===== src/rtl/csr_pkg.sv =====
// ----------------------------------------
// Shared types, addresses and helpers of the
// machine-mode CSR file. Every RTL module takes
// what it needs by a wildcard import
// ----------------------------------------
package csr_pkg;

    localparam int xlen = 32;

    typedef logic [11:0]     csr_addr_t;
    typedef logic [xlen-1:0] csr_data_t;
    typedef logic [5:0]      trap_code_t;

    // ----------------------------------------
    // CSR addresses
    // ----------------------------------------
    localparam csr_addr_t csr_addr_mstatus       = 12'h300;
    localparam csr_addr_t csr_addr_misa          = 12'h301;
    localparam csr_addr_t csr_addr_mtvec         = 12'h305;
    localparam csr_addr_t csr_addr_mcountinhibit = 12'h320;
    localparam csr_addr_t csr_addr_mscratch      = 12'h340;
    localparam csr_addr_t csr_addr_mepc          = 12'h341;
    localparam csr_addr_t csr_addr_mcause        = 12'h342;
    localparam csr_addr_t csr_addr_mtval         = 12'h343;

    localparam csr_addr_t csr_addr_cycle         = 12'hC00; // User read-only aliases
    localparam csr_addr_t csr_addr_instret       = 12'hC02;
    localparam csr_addr_t csr_addr_cycleh        = 12'hC80;
    localparam csr_addr_t csr_addr_instreth      = 12'hC82;

    localparam csr_addr_t csr_addr_mcycle        = 12'hB00; // Machine aliases
    localparam csr_addr_t csr_addr_minstret      = 12'hB02;
    localparam csr_addr_t csr_addr_mcycleh       = 12'hB80;
    localparam csr_addr_t csr_addr_minstreth     = 12'hB82;

    localparam csr_addr_t csr_addr_mvendorid     = 12'hF11;
    localparam csr_addr_t csr_addr_marchid       = 12'hF12;
    localparam csr_addr_t csr_addr_mimpid        = 12'hF13;
    localparam csr_addr_t csr_addr_mhartid       = 12'hF14;

    // ----------------------------------------
    // Exception codes
    // ----------------------------------------
    localparam trap_code_t trap_ialign   = 6'd0;
    localparam trap_code_t trap_iaccess  = 6'd1;
    localparam trap_code_t trap_iopcode  = 6'd2;
    localparam trap_code_t trap_breakpt  = 6'd3;
    localparam trap_code_t trap_ldalign  = 6'd4;
    localparam trap_code_t trap_ldaccess = 6'd5;
    localparam trap_code_t trap_stalign  = 6'd6;
    localparam trap_code_t trap_staccess = 6'd7;
    localparam trap_code_t trap_ecallm   = 6'd11;

    // MXL = 1 (32 bit), extensions I (bit 8) and M (bit 12)
    localparam csr_data_t misa_value = {2'b01, 17'b0, 1'b1, 3'b0, 1'b1, 8'b0};

    typedef struct packed {
        logic      en;                  // Access strobe
        logic      wr;                  // Write, implies en
        logic      set;                 // Bit set variant
        logic      clr;                 // Bit clear variant
        csr_addr_t addr;
        csr_data_t wdata;
    } csr_req_t;

    typedef struct packed {
        logic       cpu;                // Exception from the pipeline
        logic       irq;                // Interrupt
        trap_code_t cause;
        csr_data_t  mtval;
        csr_data_t  pc;
    } trap_req_t;

    typedef struct packed {
        logic mstatus;
        logic misa;
        logic mtvec;
        logic mcountinhibit;
        logic mscratch;
        logic mepc;
        logic mcause;
        logic mtval;
        logic cycle;
        logic cycleh;
        logic instret;
        logic instreth;
        logic mcycle;
        logic mcycleh;
        logic minstret;
        logic minstreth;
        logic mvendorid;
        logic marchid;
        logic mimpid;
        logic mhartid;
    } csr_sel_t;

    typedef struct packed {
        logic       sd;
        logic [7:0] wpri1;
        logic       tsr;
        logic       tw;
        logic       tvm;
        logic       mxr;
        logic       sum;
        logic       mprv;
        logic [1:0] xs;
        logic [1:0] fs;
        logic [1:0] mpp;
        logic [1:0] wpri2;
        logic       spp;
        logic       mpie;               // Bit 7
        logic       wpri3;
        logic       spie;
        logic       upie;
        logic       mie;                // Bit 3
        logic       wpri4;
        logic       sie;
        logic       uie;
    } mstatus_t;

    typedef struct packed {
        logic [63:0] cycle;
        logic [63:0] instret;
    } counters_t;

    typedef struct packed {
        logic cy;
        logic ir;
    } inhibit_t;

    // New register value for a write, set or clear access
    function automatic csr_data_t csr_merge(csr_data_t old, csr_req_t req);
        if (req.set) begin
            return old | req.wdata;
        end else if (req.clr) begin
            return old & ~req.wdata;
        end
        return req.wdata;
    endfunction

endpackage


===== src/rtl/csr_addr_decode.sv =====
// ----------------------------------------
// CSR address decoder. Raises one select bit
// for the addressed register, all zero when
// the access strobe is low
// ----------------------------------------
`timescale 1ns/100ps

module csr_addr_decode import csr_pkg::*; (
    input  csr_req_t csr,
    output csr_sel_t sel
);

    csr_sel_t match;

    always_comb begin
        match = '0;
        match.mstatus       = (csr.addr == csr_addr_mstatus);
        match.misa          = (csr.addr == csr_addr_misa);
        match.mtvec         = (csr.addr == csr_addr_mtvec);
        match.mcountinhibit = (csr.addr == csr_addr_mcountinhibit);
        match.mscratch      = (csr.addr == csr_addr_mscratch);
        match.mepc          = (csr.addr == csr_addr_mepc);
        match.mcause        = (csr.addr == csr_addr_mcause);
        match.mtval         = (csr.addr == csr_addr_mtval);

        // Counter halves, user aliases
        match.cycle         = (csr.addr == csr_addr_cycle);
        match.cycleh        = (csr.addr == csr_addr_cycleh);
        match.instret       = (csr.addr == csr_addr_instret);
        match.instreth      = (csr.addr == csr_addr_instreth);

        // Counter halves, machine aliases
        match.mcycle        = (csr.addr == csr_addr_mcycle);
        match.mcycleh       = (csr.addr == csr_addr_mcycleh);
        match.minstret      = (csr.addr == csr_addr_minstret);
        match.minstreth     = (csr.addr == csr_addr_minstreth);

        match.mvendorid     = (csr.addr == csr_addr_mvendorid);
        match.marchid       = (csr.addr == csr_addr_marchid);
        match.mimpid        = (csr.addr == csr_addr_mimpid);
        match.mhartid       = (csr.addr == csr_addr_mhartid);
    end

    assign sel = csr.en ? match : '0;       // No access, no select

endmodule


===== src/rtl/csr_file.sv =====
// ----------------------------------------
// Machine-mode CSR file, top level. Reads are
// combinational, writes, traps and MRET take
// effect on the next clock edge
// ----------------------------------------
`timescale 1ns/100ps

module csr_file import csr_pkg::*; #(
    parameter csr_data_t mtvec_reset = 32'hC000_0000,
    parameter csr_data_t mvendorid   = '0,
    parameter csr_data_t marchid     = '0,
    parameter csr_data_t mimpid      = '0,
    parameter csr_data_t mhartid     = '0
) (
    input  logic      g_clk,
    input  logic      g_resetn,
    input  csr_req_t  csr,
    input  trap_req_t trap,
    input  logic      exec_mret,
    input  counters_t ctr,
    output csr_data_t rdata,
    output csr_data_t mepc,
    output csr_data_t mtvec,
    output inhibit_t  inhibit
);

    csr_sel_t  sel;
    mstatus_t  mstatus;
    csr_data_t mcause;
    csr_data_t mtval;
    csr_data_t mscratch;

    csr_addr_decode addr_decode_inst (
        .csr (csr),
        .sel (sel)
    );

    csr_trap_regs trap_regs_inst (
        .g_clk     (g_clk),
        .g_resetn  (g_resetn),
        .csr       (csr),
        .sel       (sel),
        .trap      (trap),
        .exec_mret (exec_mret),
        .mstatus   (mstatus),
        .mepc      (mepc),
        .mcause    (mcause),
        .mtval     (mtval)
    );

    csr_machine_regs #(
        .mtvec_reset (mtvec_reset)
    ) machine_regs_inst (
        .g_clk    (g_clk),
        .g_resetn (g_resetn),
        .csr      (csr),
        .sel      (sel),
        .mtvec    (mtvec),
        .mscratch (mscratch),
        .inhibit  (inhibit)
    );

    csr_read_mux #(
        .mvendorid (mvendorid),
        .marchid   (marchid),
        .mimpid    (mimpid),
        .mhartid   (mhartid)
    ) read_mux_inst (
        .sel      (sel),
        .ctr      (ctr),
        .mstatus  (mstatus),
        .mepc     (mepc),
        .mcause   (mcause),
        .mtval    (mtval),
        .mtvec    (mtvec),
        .mscratch (mscratch),
        .inhibit  (inhibit),
        .rdata    (rdata)
    );

endmodule


===== src/rtl/csr_machine_regs.sv =====
// ----------------------------------------
// Software-only machine CSRs: mtvec in direct
// mode, mscratch and mcountinhibit, which also
// drives the counter inhibit outputs
// ----------------------------------------
`timescale 1ns/100ps

module csr_machine_regs import csr_pkg::*; #(
    parameter csr_data_t mtvec_reset = '0
) (
    input  logic      g_clk,
    input  logic      g_resetn,
    input  csr_req_t  csr,
    input  csr_sel_t  sel,
    output csr_data_t mtvec,
    output csr_data_t mscratch,
    output inhibit_t  inhibit
);

    csr_data_t mcountinhibit;
    csr_data_t mcountinhibit_wr;

    // cy at bit 0, ir at bit 2, time bit reads as zero
    assign mcountinhibit    = {{(xlen-3){1'b0}}, inhibit.ir, 1'b0, inhibit.cy};
    assign mcountinhibit_wr = csr_merge(mcountinhibit, csr);

    always_ff @(posedge g_clk) begin
        if (!g_resetn) begin
            mtvec <= mtvec_reset & ~csr_data_t'(3);
        end else if (csr.wr && sel.mtvec) begin
            mtvec <= csr_merge(mtvec, csr) & ~csr_data_t'(3);   // Direct mode only
        end
    end

    always_ff @(posedge g_clk) begin
        if (!g_resetn) begin
            mscratch <= '0;
        end else if (csr.wr && sel.mscratch) begin
            mscratch <= csr_merge(mscratch, csr);
        end
    end

    // ----------------------------------------
    // Counter inhibit
    // ----------------------------------------
    always_ff @(posedge g_clk) begin
        if (!g_resetn) begin
            inhibit <= '0;
        end else if (csr.wr && sel.mcountinhibit) begin
            inhibit.cy <= mcountinhibit_wr[0];
            inhibit.ir <= mcountinhibit_wr[2];
        end
    end

endmodule


===== src/rtl/csr_read_mux.sv =====
// ----------------------------------------
// CSR read data path. AND-OR of every selected
// source, counter halves and constant IDs.
// Purely combinational
// ----------------------------------------
`timescale 1ns/100ps

module csr_read_mux import csr_pkg::*; #(
    parameter csr_data_t mvendorid = '0,
    parameter csr_data_t marchid   = '0,
    parameter csr_data_t mimpid    = '0,
    parameter csr_data_t mhartid   = '0
) (
    input  csr_sel_t  sel,
    input  counters_t ctr,
    input  mstatus_t  mstatus,
    input  csr_data_t mepc,
    input  csr_data_t mcause,
    input  csr_data_t mtval,
    input  csr_data_t mtvec,
    input  csr_data_t mscratch,
    input  inhibit_t  inhibit,
    output csr_data_t rdata
);

    csr_data_t mcountinhibit;
    logic      rd_cycle_lo;
    logic      rd_cycle_hi;
    logic      rd_instret_lo;
    logic      rd_instret_hi;

    assign mcountinhibit = {{(xlen-3){1'b0}}, inhibit.ir, 1'b0, inhibit.cy};

    // User and machine aliases share the same counter halves
    assign rd_cycle_lo   = sel.cycle    | sel.mcycle;
    assign rd_cycle_hi   = sel.cycleh   | sel.mcycleh;
    assign rd_instret_lo = sel.instret  | sel.minstret;
    assign rd_instret_hi = sel.instreth | sel.minstreth;

    // ----------------------------------------
    // Read data
    // ----------------------------------------
    assign rdata =
        ({xlen{sel.mstatus}}       & csr_data_t'(mstatus))   |
        ({xlen{sel.misa}}          & misa_value)             |
        ({xlen{sel.mtvec}}         & mtvec)                  |
        ({xlen{sel.mcountinhibit}} & mcountinhibit)          |
        ({xlen{sel.mscratch}}      & mscratch)               |
        ({xlen{sel.mepc}}          & mepc)                   |
        ({xlen{sel.mcause}}        & mcause)                 |
        ({xlen{sel.mtval}}         & mtval)                  |
        ({xlen{rd_cycle_lo}}       & ctr.cycle[31:0])        |
        ({xlen{rd_cycle_hi}}       & ctr.cycle[63:32])       |
        ({xlen{rd_instret_lo}}     & ctr.instret[31:0])      |
        ({xlen{rd_instret_hi}}     & ctr.instret[63:32])     |
        ({xlen{sel.mvendorid}}     & mvendorid)              |
        ({xlen{sel.marchid}}       & marchid)                |
        ({xlen{sel.mimpid}}        & mimpid)                 |
        ({xlen{sel.mhartid}}       & mhartid);               // Unknown address gives zero

endmodule


===== src/rtl/csr_trap_regs.sv =====
// ----------------------------------------
// Trap related CSRs: mstatus, mepc, mcause
// and mtval. Updated by trap entry, MRET and
// CSR accesses, one clock after the request
// ----------------------------------------
`timescale 1ns/100ps

module csr_trap_regs import csr_pkg::*; (
    input  logic      g_clk,
    input  logic      g_resetn,
    input  csr_req_t  csr,
    input  csr_sel_t  sel,
    input  trap_req_t trap,
    input  logic      exec_mret,
    output mstatus_t  mstatus,
    output csr_data_t mepc,
    output csr_data_t mcause,
    output csr_data_t mtval
);

    logic      mie_q;
    logic      mpie_q;
    logic      trap_any;
    logic      wr_mstatus;
    logic      wr_mepc;
    logic      wr_mcause;
    logic      wr_mtval;
    logic      cause_legal;
    mstatus_t  mstatus_wr;
    csr_data_t mcause_wr;

    assign trap_any   = trap.cpu | trap.irq;
    assign wr_mstatus = csr.wr & sel.mstatus;
    assign wr_mepc    = csr.wr & sel.mepc;
    assign wr_mcause  = csr.wr & sel.mcause & cause_legal;
    assign wr_mtval   = csr.wr & sel.mtval;

    // Only the nine supported exception codes may be written
    assign cause_legal = (csr.wdata[xlen-1:6] == '0) &&
                         (csr.wdata[5:0] inside {trap_ialign, trap_iaccess, trap_iopcode,
                                                 trap_breakpt, trap_ldalign, trap_ldaccess,
                                                 trap_stalign, trap_staccess, trap_ecallm});

    assign mstatus_wr = mstatus_t'(csr_merge(mstatus, csr));

    always_comb begin
        mcause_wr         = csr_merge(mcause, csr);
        mcause_wr[xlen-1] = 1'b0;               // Software write is never an interrupt
    end

    // ----------------------------------------
    // mstatus
    // ----------------------------------------
    always_comb begin
        mstatus      = '0;                      // Unimplemented fields read as zero
        mstatus.mie  = mie_q;
        mstatus.mpie = mpie_q;
    end

    always_ff @(posedge g_clk) begin
        if (!g_resetn) begin
            mie_q  <= 1'b0;
            mpie_q <= 1'b0;
        end else if (trap_any) begin
            mpie_q <= mie_q;                    // Stack the enable
            mie_q  <= 1'b0;
        end else if (exec_mret) begin
            mie_q  <= mpie_q;                   // Restore the enable
            mpie_q <= 1'b0;
        end else if (wr_mstatus) begin
            mie_q  <= mstatus_wr.mie;
            mpie_q <= mstatus_wr.mpie;
        end
    end

    // ----------------------------------------
    // mepc, mcause, mtval
    // ----------------------------------------
    always_ff @(posedge g_clk) begin
        if (!g_resetn) begin
            mepc <= '0;
        end else if (trap_any) begin
            mepc <= {trap.pc[xlen-1:1], 1'b0};
        end else if (wr_mepc) begin
            mepc <= {csr_merge(mepc, csr)} & ~csr_data_t'(1);    // Halfword aligned
        end
    end

    always_ff @(posedge g_clk) begin
        if (!g_resetn) begin
            mcause <= '0;
        end else if (trap_any) begin
            mcause <= {trap.irq, {(xlen-7){1'b0}}, trap.cause};
        end else if (wr_mcause) begin
            mcause <= mcause_wr;
        end
    end

    always_ff @(posedge g_clk) begin
        if (!g_resetn) begin
            mtval <= '0;
        end else if (trap.cpu) begin
            mtval <= trap.mtval;                // Interrupts leave mtval alone
        end else if (wr_mtval) begin
            mtval <= csr_merge(mtval, csr);
        end
    end

endmodule


===== config.mk =====
export PLATFORM = sky130hd
export DESIGN_NAME = csr_file
export DESIGN_NICKNAME = d
export VERILOG_FILES = /design/src/rtl/csr_pkg.sv /design/src/rtl/csr_addr_decode.sv /design/src/rtl/csr_file.sv /design/src/rtl/csr_machine_regs.sv /design/src/rtl/csr_read_mux.sv /design/src/rtl/csr_trap_regs.sv
export SDC_FILE = /design/constraint.sdc
export NUM_CORES = 1
export LEC_CHECK = 0
export ABC_AREA = 1
export BUFFER_PORTS_ARGS = -buffer_cell sky130_fd_sc_hd__buf_2
export CAP_MARGIN = 20
export CORE_MARGIN = 2
export CORE_UTILIZATION = 50
export CTS_BUF_LIST = sky130_fd_sc_hd__clkbuf_8 sky130_fd_sc_hd__clkbuf_16
export CTS_CLUSTER_SIZE = 16
export DETAILED_ROUTE_END_ITERATION = 10
export PLACE_DENSITY_LB_ADDON = 0.3
export REMOVE_ABC_BUFFERS = 1
export SETUP_SLACK_MARGIN = 0.4
export SLEW_MARGIN = 25
export SYNTH_ARGS = -nofsm -noshare
export SYNTH_HDL_FRONTEND = slang
export SYNTH_HIERARCHICAL = 1
export SYNTH_SLANG_ARGS = --single-unit

===== constraint.sdc =====
create_clock -name g_clk -period 1.95 [get_ports g_clk]
set_input_delay 0.195 -clock g_clk [delete_from_list [all_inputs] [get_ports g_clk]]
set_output_delay 0.195 -clock g_clk [all_outputs]
set_load 0.005 [all_outputs]

=== After elaboration in Yosys (flattened, before gate mapping) ===
Index checks and enable logic that the tools add are counted.

* Bitwise logic cells: 48
* Eq/ne operators: 28
* Reduce and logical (&&, ||, !) cells: 13
* Muxes and demuxes: 45

{| class="wikitable"
|+ Operators by type and width
! cell !! count
|-
| two-way mux 32 bit || 18
|-
| OR 32 bit || 14
|-
| AND 32 bit || 13
|-
| == test 12 bit, second input constant || 12
|-
| == test 12 x 10 -> 1 bit, second input constant || 8
|-
| two-way mux 31 bit || 3
|-
| AND 32 x 3 -> 32 bit || 1
|-
| AND 32 x 8 -> 32 bit || 1
|-
| inverter 32 bit || 1
|-
| OR 32 x 31 -> 32 bit || 1
|-
| AND 31 bit || 1
|-
| OR 31 bit || 1
|-
| logical NOT 26 bit || 1
|-
| == test 6 x 3 -> 1 bit, second input constant || 4
|-
| two-way mux 8 bit || 3
|-
| two-way mux 20 bit || 1
|-
| two-way mux 1 bit || 17
|-
| == test 6 x 2 -> 1 bit, second input constant || 2
|-
| two-way mux 3 bit || 3
|-
| nonzero test 9 bit || 1
|-
| AND 8 bit || 1
|-
| OR 8 bit || 1
|-
| nonzero test 2 bit || 4
|-
| == test 6 x 1 -> 1 bit, second input constant || 1
|-
| 10 further kinds || 21
|}

* Word-level logic and storage cells: 144
* Output and inout bits: 98
* Flip-flop bits (word level): 161
* Input port bits: 251

=== Logic depth before layout (Yosys ltp) ===
Gate-level depths: netlist (run 1).

* Depth after elaboration: 14
* Gate-level depth with buffers: 14
* Mapped depth without buffers: 14

=== Modules after synthesis ===
The synthesis (run 1) kept the hierarchy.

{| class="wikitable"
|+ Modules (own cells, without submodules)
! module !! instances !! cells each !! sequential area each (um^2) !! area an instance (um^2)
|-
| csr_trap_regs || 1 || 726 || 1,941.9 || 5,154.9
|-
| csr_read_mux || 1 || 767 || 0.0 || 3,015.4
|-
| csr_machine_regs || 1 || 436 || 1,281.2 || 2,872.8
|-
| csr_addr_decode || 1 || 74 || 0.0 || 349.1
|}

=== Worst setup path before layout (run 1) ===
OpenSTA, ideal clock, no wires.

* Kind: input to register
* Start: input port csr[43] (netlist bit)
* End: register (tool-made name)
* Buffers on the path: 2
* Data required time: 1.834 ns
* Setup time: 0.116 ns
* Arrival: 1.506 ns
* Cell stages on the path: 12
* Slack: 0.328 ns
* Cell sequence: inv_1 > nand2_1 > nor2_4 > nand2_2 > nor2_1 > nand2_1 > buf_2 > buf_2 > o21ai_0 > nand3_1 > o211ai_1 > inv_1

{| class="wikitable"
|+ RTL lines
! what !! RTL line !! text
|-
| start, declared || csr_file.sv:17 || <nowiki>input csr_req_t csr,</nowiki>
|}

==> report_table.html, run 1 <==
<table>
<tr><th>Metric</th><th>Value</th></tr>
<tr><th colspan="2">Floorplanning</th></tr>
<tr><td>Die Footprint</td><td>0.0239 mm^2</td></tr>
<tr><td>Effective utilization at floorplan</td><td>50.6%</td></tr>
<tr><td>Row cnt</td><td>55</td></tr>
<tr><td>Total I/O pin count</td><td>349</td></tr>
<tr><td>CORE AREA</td><td>0.0224 mm^2</td></tr>
<tr><td>Floorplan die width</td><td>155 um</td></tr>
<tr><td>Floorplan die height</td><td>155 um</td></tr>
<tr><th colspan="2">Clock network</th></tr>
<tr><td>Count of H-tree levels built during CTS</td><td>4</td></tr>
<tr><td>Maximum clock insertion buffer count</td><td>2</td></tr>
<tr><td>Clock buffers created by TritonCTS</td><td>17</td></tr>
<tr><td>Root buffer cell</td><td>clkbuf_16</td></tr>
<tr><td>Source-to-sink clock delay at the later pin of the worst-skew pair</td><td>0.43 ns</td></tr>
<tr><td>Clock Pin Slew Worst Setup and Hold Paths</td><td>0.07 ns</td></tr>
<tr><td>Number of clock sinks</td><td>161</td></tr>
<tr><td>Clock tree from TritonCTS</td><td>done</td></tr>
<tr><th colspan="2">Route</th></tr>
<tr><td>Vias/cell</td><td>5.48</td></tr>
<tr><td>Initial DRC Count</td><td>1734</td></tr>
<tr><td>Detailed-route wire length</td><td>50400 um</td></tr>
<tr><td>Total number of vias</td><td>14700</td></tr>
<tr><td>Final antenna-violating net count</td><td>0</td></tr>
<tr><td>Routed length per placed instance</td><td>18.8 um</td></tr>
<tr><td>Number of iterations in the first detailed-routing pass</td><td>7</td></tr>
<tr><td>Drc violations</td><td>0</td></tr>
<tr><th colspan="2">Worst setup path</th></tr>
<tr><td>Gate family responsible for the most delay along the worst path</td><td>simple AND/OR/NAND/NOR gates</td></tr>
<tr><td>Origin of the worst setup path</td><td>csr[38]</td></tr>
<tr><td>Maximum single-stage delay on the critical path</td><td>0.23 ns</td></tr>
<tr><td>Capture point of the worst path</td><td>rdata[10]</td></tr>
<tr><td>Element type at the critical path end</td><td>primary output</td></tr>
<tr><td>Worst reg2reg path depth</td><td>5</td></tr>
<tr><td>Arrival time at the worst endpoint</td><td>1.69 ns</td></tr>
<tr><td>Ordered cell list for the critical path</td><td>buf_4 -&gt; inv_2 -&gt; nand2_4 -&gt; nor2_4 -&gt; nand2_4 -&gt; nor2_4 -&gt; buf_6 -&gt; clkbuf_16 -&gt; o21ai_1 -&gt; nand2_1 -&gt; nor2_1 -&gt; nand2_1 -&gt; buf_2</td></tr>
<tr><td>CP Class</td><td>input port to primary output</td></tr>
<tr><td>Worst Path Max Fanout</td><td>6</td></tr>
<tr><td>Critical R2R Capture</td><td>trap_regs_inst/mcause[1]$_SDFFE_PN0P_</td></tr>
<tr><td>Crit path launch type</td><td>input port</td></tr>
<tr><td>Reg-to-reg startpoint</td><td>trap_regs_inst/mcause[1]$_SDFFE_PN0P_</td></tr>
<tr><td>Reg-to-reg setup timing slack</td><td>0.99 ns</td></tr>
<tr><td>Required time at the endpoint of the critical path</td><td>1.75 ns</td></tr>
<tr><td>Slowest cell on crit path</td><td>nor2_4</td></tr>
<tr><td>Number of gates on the worst path with buffers counted</td><td>13</td></tr>
<tr><td>Buffers and inverters on the worst path</td><td>5</td></tr>
<tr><th colspan="2">Timing</th></tr>
<tr><td>RSZ-0062 raised after global routing</td><td>yes</td></tr>
<tr><td>Total negative slack</td><td>0 ns</td></tr>
<tr><td>Worst-case headroom to the max-slew limit</td><td>59.6%</td></tr>
<tr><td>Final period utilization</td><td>96.4%</td></tr>
<tr><td>Worst slack on hold paths</td><td>0.0151 ns</td></tr>
<tr><td>Clock skew</td><td>0.000731 ns</td></tr>
<tr><td>Number of slew-limit violations in the final report</td><td>0</td></tr>
<tr><td>Final-report setup violation count</td><td>0</td></tr>
<tr><td>Number of hold violations in the final report</td><td>0</td></tr>
<tr><td>Min cycle time layout</td><td>1.88 ns</td></tr>
<tr><td>Transition at the pin with the smallest max-transition slack</td><td>0.606 ns</td></tr>
<tr><td>FMAX</td><td>532 MHz</td></tr>
<tr><td>Final worst-path setup slack</td><td>0.0698 ns</td></tr>
<tr><th colspan="2">Global routing</th></tr>
<tr><td>Initial antenna violation count</td><td>4</td></tr>
<tr><td>Via count of the first global-routing pass</td><td>13100</td></tr>
<tr><td>Wire length of the first global-routing pass</td><td>69800 um</td></tr>
<tr><td>Total track usage</td><td>37.7%</td></tr>
<tr><td>Pin count of the biggest net entering global routing</td><td>49</td></tr>
<tr><td>Final global-route overflow total</td><td>0</td></tr>
<tr><th colspan="2">Placed design</th></tr>
<tr><td>Post-detailed-placement cell area</td><td>0.0136 mm^2</td></tr>
<tr><td>Number of instances in the placed design</td><td>2594</td></tr>
<tr><td>Placer congestion estimate</td><td>0.925</td></tr>
<tr><td>Number of buffer cells added on primary ports</td><td>344</td></tr>
<tr><td>Setup WS pre-CTS</td><td>-0.00422 ns</td></tr>
<tr><td>Detailed placer's ending HPWL</td><td>30900 um</td></tr>
<tr><th colspan="2">Pwr</th></tr>
<tr><td>Internal Pwr Total</td><td>6.28 mW</td></tr>
<tr><td>Portion of total power attributed to the clock network</td><td>44.8%</td></tr>
<tr><td>Static power due to leakage</td><td>8.11 nW</td></tr>
<tr><td>NetSw</td><td>2.34 mW</td></tr>
<tr><td>Fraction of power consumed by sequential logic</td><td>40.4%</td></tr>
<tr><td>Pwr dens</td><td>547 mW/mm^2</td></tr>
<tr><td>Logic pwr share</td><td>14.8%</td></tr>
<tr><td>Maximum VDD drop</td><td>0.593 mV</td></tr>
<tr><td>Switching part of the total</td><td>27.1%</td></tr>
<tr><td>Overall power after layout</td><td>8.62 mW</td></tr>
<tr><th colspan="2">Layout</th></tr>
<tr><td>Layout cell share with drive strength beyond 1</td><td>28.9%</td></tr>
<tr><td>Post-route cell area</td><td>0.0158 mm^2</td></tr>
<tr><td># fillers</td><td>1930</td></tr>
<tr><td>Number of nets in the layout</td><td>2633</td></tr>
<tr><td>Signed area change from the synthesized netlist to the final layout</td><td>39.0%</td></tr>
<tr><td>Fin util</td><td>70.3%</td></tr>
<tr><td>Layout Cells excl Fill</td><td>2685</td></tr>
<tr><th colspan="2">Yosys</th></tr>
<tr><td>Warnings, synthesis</td><td>6</td></tr>
<tr><td>Average cell area after synthesis</td><td>5.69 um^2</td></tr>
<tr><td>Synthesized area</td><td>0.0113 mm^2</td></tr>
<tr><td>Cells after synthesis</td><td>1994</td></tr>
<tr><th colspan="2">Hold path</th></tr>
<tr><td>Class of the worst hold path</td><td>input port to flip-flop</td></tr>
<tr><td>Min-Delay Startpoint</td><td>trap[38]</td></tr>
<tr><th colspan="2">Outcome</th></tr>
<tr><td>Status</td><td>completed</td></tr>
<tr><th colspan="2">Run</th></tr>
<tr><td>Max-cap check violation count</td><td>0</td></tr>
</table>
what timing repair did:
action                                  4_1_cts  5_1_grt
endpoints found under the hold margin         7        0
cloned                                        6       13
resized for setup                            67      176
endpoints found under the setup margin       32      144
pin swaps                                    21       72
hold buffers                                  7        0
setup buffers                                11       17
cells in the final DEF, fill, tap and decap left out, types with 54 or more instances in the layout:
cell	n
a21oi_1	91
buf_2	334
buf_4	57
dfxtp_1	161
inv_1	209
nand2_1	712
nand2_2	68
nand3_1	54
nor2_1	187
o21ai_0	107
metal layers:
layer | track usage [%] | wire length (um)
met1 | 47.5 | 18800
met2 | 60.7 | 21900
met3 | 6.98 | 6300
met4 | 21.6 | 3380
met5 | 0 | 13
power groups by stage:
stage	Sequential (mW)	Combinational (mW)	Clock, mW
finish	3.48	1.27	3.87
global route	3.49	1.38	3.98
CTS	3.48	1.18	3.86
detailed placement	3.55	1.14	0
global placement	3.55	1.12	0
floorplan	3.53	0.493	0
worst register-to-register path, cell delays in order, from the launching register on:
cell	delay [ns]
dfxtp_1	0.32
inv_1	0.06
nor3_1	0.22
o22ai_1	0.09
and2_1	0.16
nor2_1	0.07
worst min-delay path by stage:
stage | cells after the start | end | slack, ns
floorplan | 1 | flip-flop | 0.28
global placement | 2 | flip-flop | 0.42
detailed placement | 2 | flip-flop | 0.42
CTS | 3 | flip-flop | 0.001
global route | 3 | flip-flop | 0.01
finish | 3 | flip-flop | 0.02
layout make-up:
class / instances / area, um^2 / share of cell area (%)
Timing Repair Buffer: 473 / 3540 / 22.5
Clock buffer: 20 / 467 / 2.96
Multi-Input combinational cell: 1487 / 7020 / 44.5
Antenna cell: 5 / 12.5 / 0.0793
Inverter: 242 / 946 / 6.00
Tap cell: 285 / 357 / 2.26
Sequential cell: 161 / 3220 / 20.4
Clock inverter: 12 / 205 / 1.30
(Power assumes the default switching activity.)
==> run 2, diff against run 1 <==
==> constraint.sdc (replaced) <==
create_clock -name g_clk -period 1.9 [get_ports g_clk]
set_input_delay 0.19 -clock g_clk [delete_from_list [all_inputs] [get_ports g_clk]]
set_output_delay 0.19 -clock g_clk [all_outputs]
set_load 0.005 [all_outputs]
==> run 2 against run 1 <==
  * The flow now finishes with violations (negative setup slack)
  * Clock power fell by 2%
  * Sequential power grew 3%
  * First-iteration DRC count is 2.7% higher
  * Flip-flop and latch count unchanged
  * Critical path depth rose by 4
  * Clock skew barely moved
  * Utilization grew 0.056 points
  * Worst hold slack got worse by 0.012 ns
==> report_table.html, run 2 (same netlist as run 1, synthesis figures left out) <==
<table>
<tr><th>Metric</th><th>Value</th></tr>
<tr><th colspan="2">Timing</th></tr>
<tr><td>Number of slew-limit violations in the final report</td><td>0 (unchanged)</td></tr>
<tr><td>Worst-case headroom to the max-slew limit</td><td>61.6% (+2.0 points)</td></tr>
<tr><td>FMAX</td><td>526 MHz</td></tr>
<tr><td>Final period utilization</td><td>100%</td></tr>
<tr><td>Number of hold violations in the final report</td><td>0 (unchanged)</td></tr>
<tr><td>Clock skew</td><td>0.000439 ns (-0.000292 ns)</td></tr>
<tr><td>Final worst-path setup slack</td><td>-0.000521 ns (-0.0703 ns)</td></tr>
<tr><td>Min cycle time layout</td><td>1.90 ns</td></tr>
<tr><td>Final-report setup violation count</td><td>1 (+1)</td></tr>
<tr><td>RSZ-0062 raised after global routing</td><td>yes</td></tr>
<tr><td>Worst slack on hold paths</td><td>0.00278 ns (-0.0123 ns)</td></tr>
<tr><td>Transition at the pin with the smallest max-transition slack</td><td>0.576 ns (-0.0305 ns)</td></tr>
<tr><th colspan="2">Pwr</th></tr>
<tr><td>Maximum VDD drop</td><td>0.500 mV (-16%)</td></tr>
<tr><td>Overall power after layout</td><td>8.74 mW (+1.3%)</td></tr>
<tr><td>Pwr dens</td><td>553 mW/mm^2 (+1.2%)</td></tr>
<tr><td>Portion of total power attributed to the clock network</td><td>43.3% (-1.5 points)</td></tr>
<tr><td>Static power due to leakage</td><td>8.00 nW (-1.3%)</td></tr>
<tr><td>Switching part of the total</td><td>27.8% (+0.66 points)</td></tr>
<tr><td>Fraction of power consumed by sequential logic</td><td>40.9% (+0.5 points)</td></tr>
<tr><td>NetSw</td><td>2.43 mW (+3.8%)</td></tr>
<tr><td>Logic pwr share</td><td>15.8% (+1.0 points)</td></tr>
<tr><td>Internal Pwr Total</td><td>6.31 mW (+0.38%)</td></tr>
<tr><th colspan="2">Placed design</th></tr>
<tr><td>Number of buffer cells added on primary ports</td><td>344 (unchanged)</td></tr>
<tr><td>Number of instances in the placed design</td><td>2593 (-0.039%)</td></tr>
<tr><td>Detailed placer's ending HPWL</td><td>31400 um (+1.6%)</td></tr>
<tr><td>Placer congestion estimate</td><td>0.920 (-0.52%)</td></tr>
<tr><th colspan="2">Clock network</th></tr>
<tr><td>Root buffer cell</td><td>clkbuf_16</td></tr>
<tr><td>Clock tree from TritonCTS</td><td>done</td></tr>
<tr><td>Clock Pin Slew Worst Setup and Hold Paths</td><td>0.07 ns (about the same)</td></tr>
<tr><td>Clock buffers created by TritonCTS</td><td>17 (unchanged)</td></tr>
<tr><td>Count of H-tree levels built during CTS</td><td>4 (unchanged)</td></tr>
<tr><td>Source-to-sink clock delay at the later pin of the worst-skew pair</td><td>0.43 ns (about the same)</td></tr>
<tr><td>Maximum clock insertion buffer count</td><td>2 (unchanged)</td></tr>
<tr><td>Number of clock sinks</td><td>161 (unchanged)</td></tr>
<tr><th colspan="2">Route</th></tr>
<tr><td>Routed length per placed instance</td><td>18.4 um (-1.9%)</td></tr>
<tr><td>Final antenna-violating net count</td><td>0 (unchanged)</td></tr>
<tr><td>Number of iterations in the first detailed-routing pass</td><td>7 (unchanged)</td></tr>
<tr><td>Total number of vias</td><td>14800 (+0.41%)</td></tr>
<tr><td>Drc violations</td><td>0 (unchanged)</td></tr>
<tr><td>Initial DRC Count</td><td>1780 (+2.7%)</td></tr>
<tr><td>Vias/cell</td><td>5.51 (+0.45%)</td></tr>
<tr><td>Detailed-route wire length</td><td>49400 um (-1.9%)</td></tr>
<tr><th colspan="2">Floorplanning</th></tr>
<tr><td>Die Footprint</td><td>0.0239 mm^2 (unchanged)</td></tr>
<tr><td>Floorplan die width</td><td>155 um (unchanged)</td></tr>
<tr><td>Row cnt</td><td>55 (unchanged)</td></tr>
<tr><td>Total I/O pin count</td><td>349 (unchanged)</td></tr>
<tr><td>Floorplan die height</td><td>155 um (unchanged)</td></tr>
<tr><td>Effective utilization at floorplan</td><td>50.6% (unchanged)</td></tr>
<tr><td>CORE AREA</td><td>0.0224 mm^2 (unchanged)</td></tr>
<tr><th colspan="2">Global routing</th></tr>
<tr><td>Pin count of the biggest net entering global routing</td><td>49 (unchanged)</td></tr>
<tr><td>Total track usage</td><td>37.8% (+0.074 points)</td></tr>
<tr><td>Initial antenna violation count</td><td>5 (+1)</td></tr>
<tr><td>Via count of the first global-routing pass</td><td>13300 (+1.3%)</td></tr>
<tr><td>Final global-route overflow total</td><td>0 (unchanged)</td></tr>
<tr><td>Wire length of the first global-routing pass</td><td>70400 um (+0.87%)</td></tr>
<tr><th colspan="2">Worst setup path</th></tr>
<tr><td>CP Class</td><td>input port to flip-flop</td></tr>
<tr><td>Cell occurring most often along the worst timing path</td><td>buf_12</td></tr>
<tr><td>Maximum single-stage delay on the critical path</td><td>0.20 ns (-0.03 ns)</td></tr>
<tr><td>Element type at the critical path end</td><td>flip-flop</td></tr>
<tr><td>Worst Path Max Fanout</td><td>8 (+2)</td></tr>
<tr><td>Arrival time at the worst endpoint</td><td>2.24 ns (+0.55 ns)</td></tr>
<tr><td>Slowest cell on crit path</td><td>a21oi_1</td></tr>
<tr><td>Reg-to-reg setup timing slack</td><td>0.92 ns (-0.07 ns)</td></tr>
<tr><td>Ordered cell list for the critical path</td><td>buf_6 -&gt; inv_4 -&gt; nand2_2 -&gt; nor2_4 -&gt; nand2_4 -&gt; buf_12 -&gt; nor2_4 -&gt; buf_12 -&gt; buf_12 -&gt; buf_4 -&gt; buf_6 -&gt; a21oi_4 -&gt; buf_4 -&gt; clkbuf_16 -&gt; a21oi_1 -&gt; o21ai_0 -&gt; a31oi_1</td></tr>
<tr><td>Crit path launch type</td><td>input port</td></tr>
<tr><td>Required time at the endpoint of the critical path</td><td>2.24 ns (+0.49 ns)</td></tr>
<tr><th colspan="2">Outcome</th></tr>
<tr><td>Violated checks</td><td>negative setup slack</td></tr>
<tr><td>Status</td><td>finished, violations left</td></tr>
<tr><th colspan="2">Layout</th></tr>
<tr><td>Signed area change from the synthesized netlist to the final layout</td><td>39.1% (about the same)</td></tr>
<tr><td>Layout Cells excl Fill</td><td>2684 (-0.037%)</td></tr>
<tr><td>Layout cell share with drive strength beyond 1</td><td>28.0% (-0.92 points)</td></tr>
<tr><td>Leading cell types in the layout, fill and taps excluded</td><td>nand2_1, buf_2, inv_1</td></tr>
<tr><td># fillers</td><td>1937 (+0.36%)</td></tr>
<tr><td>Commonest non-fill, non-tap cell in the layout</td><td>nand2_1</td></tr>
<tr><td>Number of nets in the layout</td><td>2633 (unchanged)</td></tr>
<tr><th colspan="2">Run</th></tr>
<tr><td>Max-cap check violation count</td><td>0 (unchanged)</td></tr>
<tr><th colspan="2">Hold path</th></tr>
<tr><td>Class of the worst hold path</td><td>input port to flip-flop</td></tr>
</table>
run 2: path summary, 6_finish.rpt:
path                                          from                                     to  depth (start not counted)
max                                        csr[39]                              flip-flop                         17
min                                       trap[21]                              flip-flop                          3
max reg2reg  trap_regs_inst/mcause[4]$_SDFFE_PN0P_  trap_regs_inst/mcause[4]$_SDFFE_PN0P_                          5
min reg2reg                              flip-flop                              flip-flop                          2
run 2: power by group through the flow:
stage / Clock (mW) / Combinational (mW) / Sequential [mW]
3_3_place_gp: 0 / 1.15 / 3.64
5_1_grt: 3.92 / 1.48 / 3.59
6_report: 3.78 / 1.38 / 3.58
2_1_floorplan: 0 / 0.506 / 3.63
3_5_place_dp: 0 / 1.17 / 3.64
4_1_cts: 3.79 / 1.22 / 3.57
run 2: final cells by class:
| class | instances | area (um^2) | area share, % |
|---|---|---|---|
| antenna | 4 | 10.0 | 0.0634 |
| clock buffer | 19 | 453 | 2.87 |
| clock inverter | 13 | 185 | 1.17 |
| inverter | 242 | 933 | 5.91 |
| multi-input combinational | 1487 | 7050 | 44.6 |
| sequential | 161 | 3220 | 20.4 |
| tap | 285 | 357 | 2.26 |
| timing repair buffer | 473 | 3580 | 22.7 |
run 2: metal layers:
layer	global-route usage [%]	wire length (um)	up-vias
li1	-	-	6920
met1	48.3	18500	6641
met2	61.4	21900	1036
met3	7.54	6280	183
met4	17.9	2630	2
met5	0	13	-
run 2: metrics by stage:
step | TNS (ns) | utilization (%) | setup WS (ns) | instance area [um^2]
5_1_grt | -0.0206 | 70.3 | -0.0206 | 15800
6_report | -0.000521 | 70.4 | -0.000521 | 15800
3_3_place_gp | 0 | 60.6 | 0.00175 | 13600
2_1_floorplan | -124.49 | - | -1.34 | 10600
3_5_place_dp | -0.621 | 60.6 | -0.0719 | 13600
4_1_cts | 0 | 66.7 | 0.0628 | 15000
run 2: worst max-delay path: cells and delay by family:
family	cells	cell delay, ns
buffers and inverters	9	1.07
AOI/OAI and AO/OA	4	0.60
and+or+nand+nor	4	0.37
run 2: timing repair:
action                                  4_1_cts  5_1_grt
gates cloned                                  8        8
gates resized for setup                      78      155
endpoints found under the hold margin         4        0
buffers inserted                             20       15
endpoints found under the setup margin       41      169
pin swaps                                    31       39
hold buffers                                  4        0
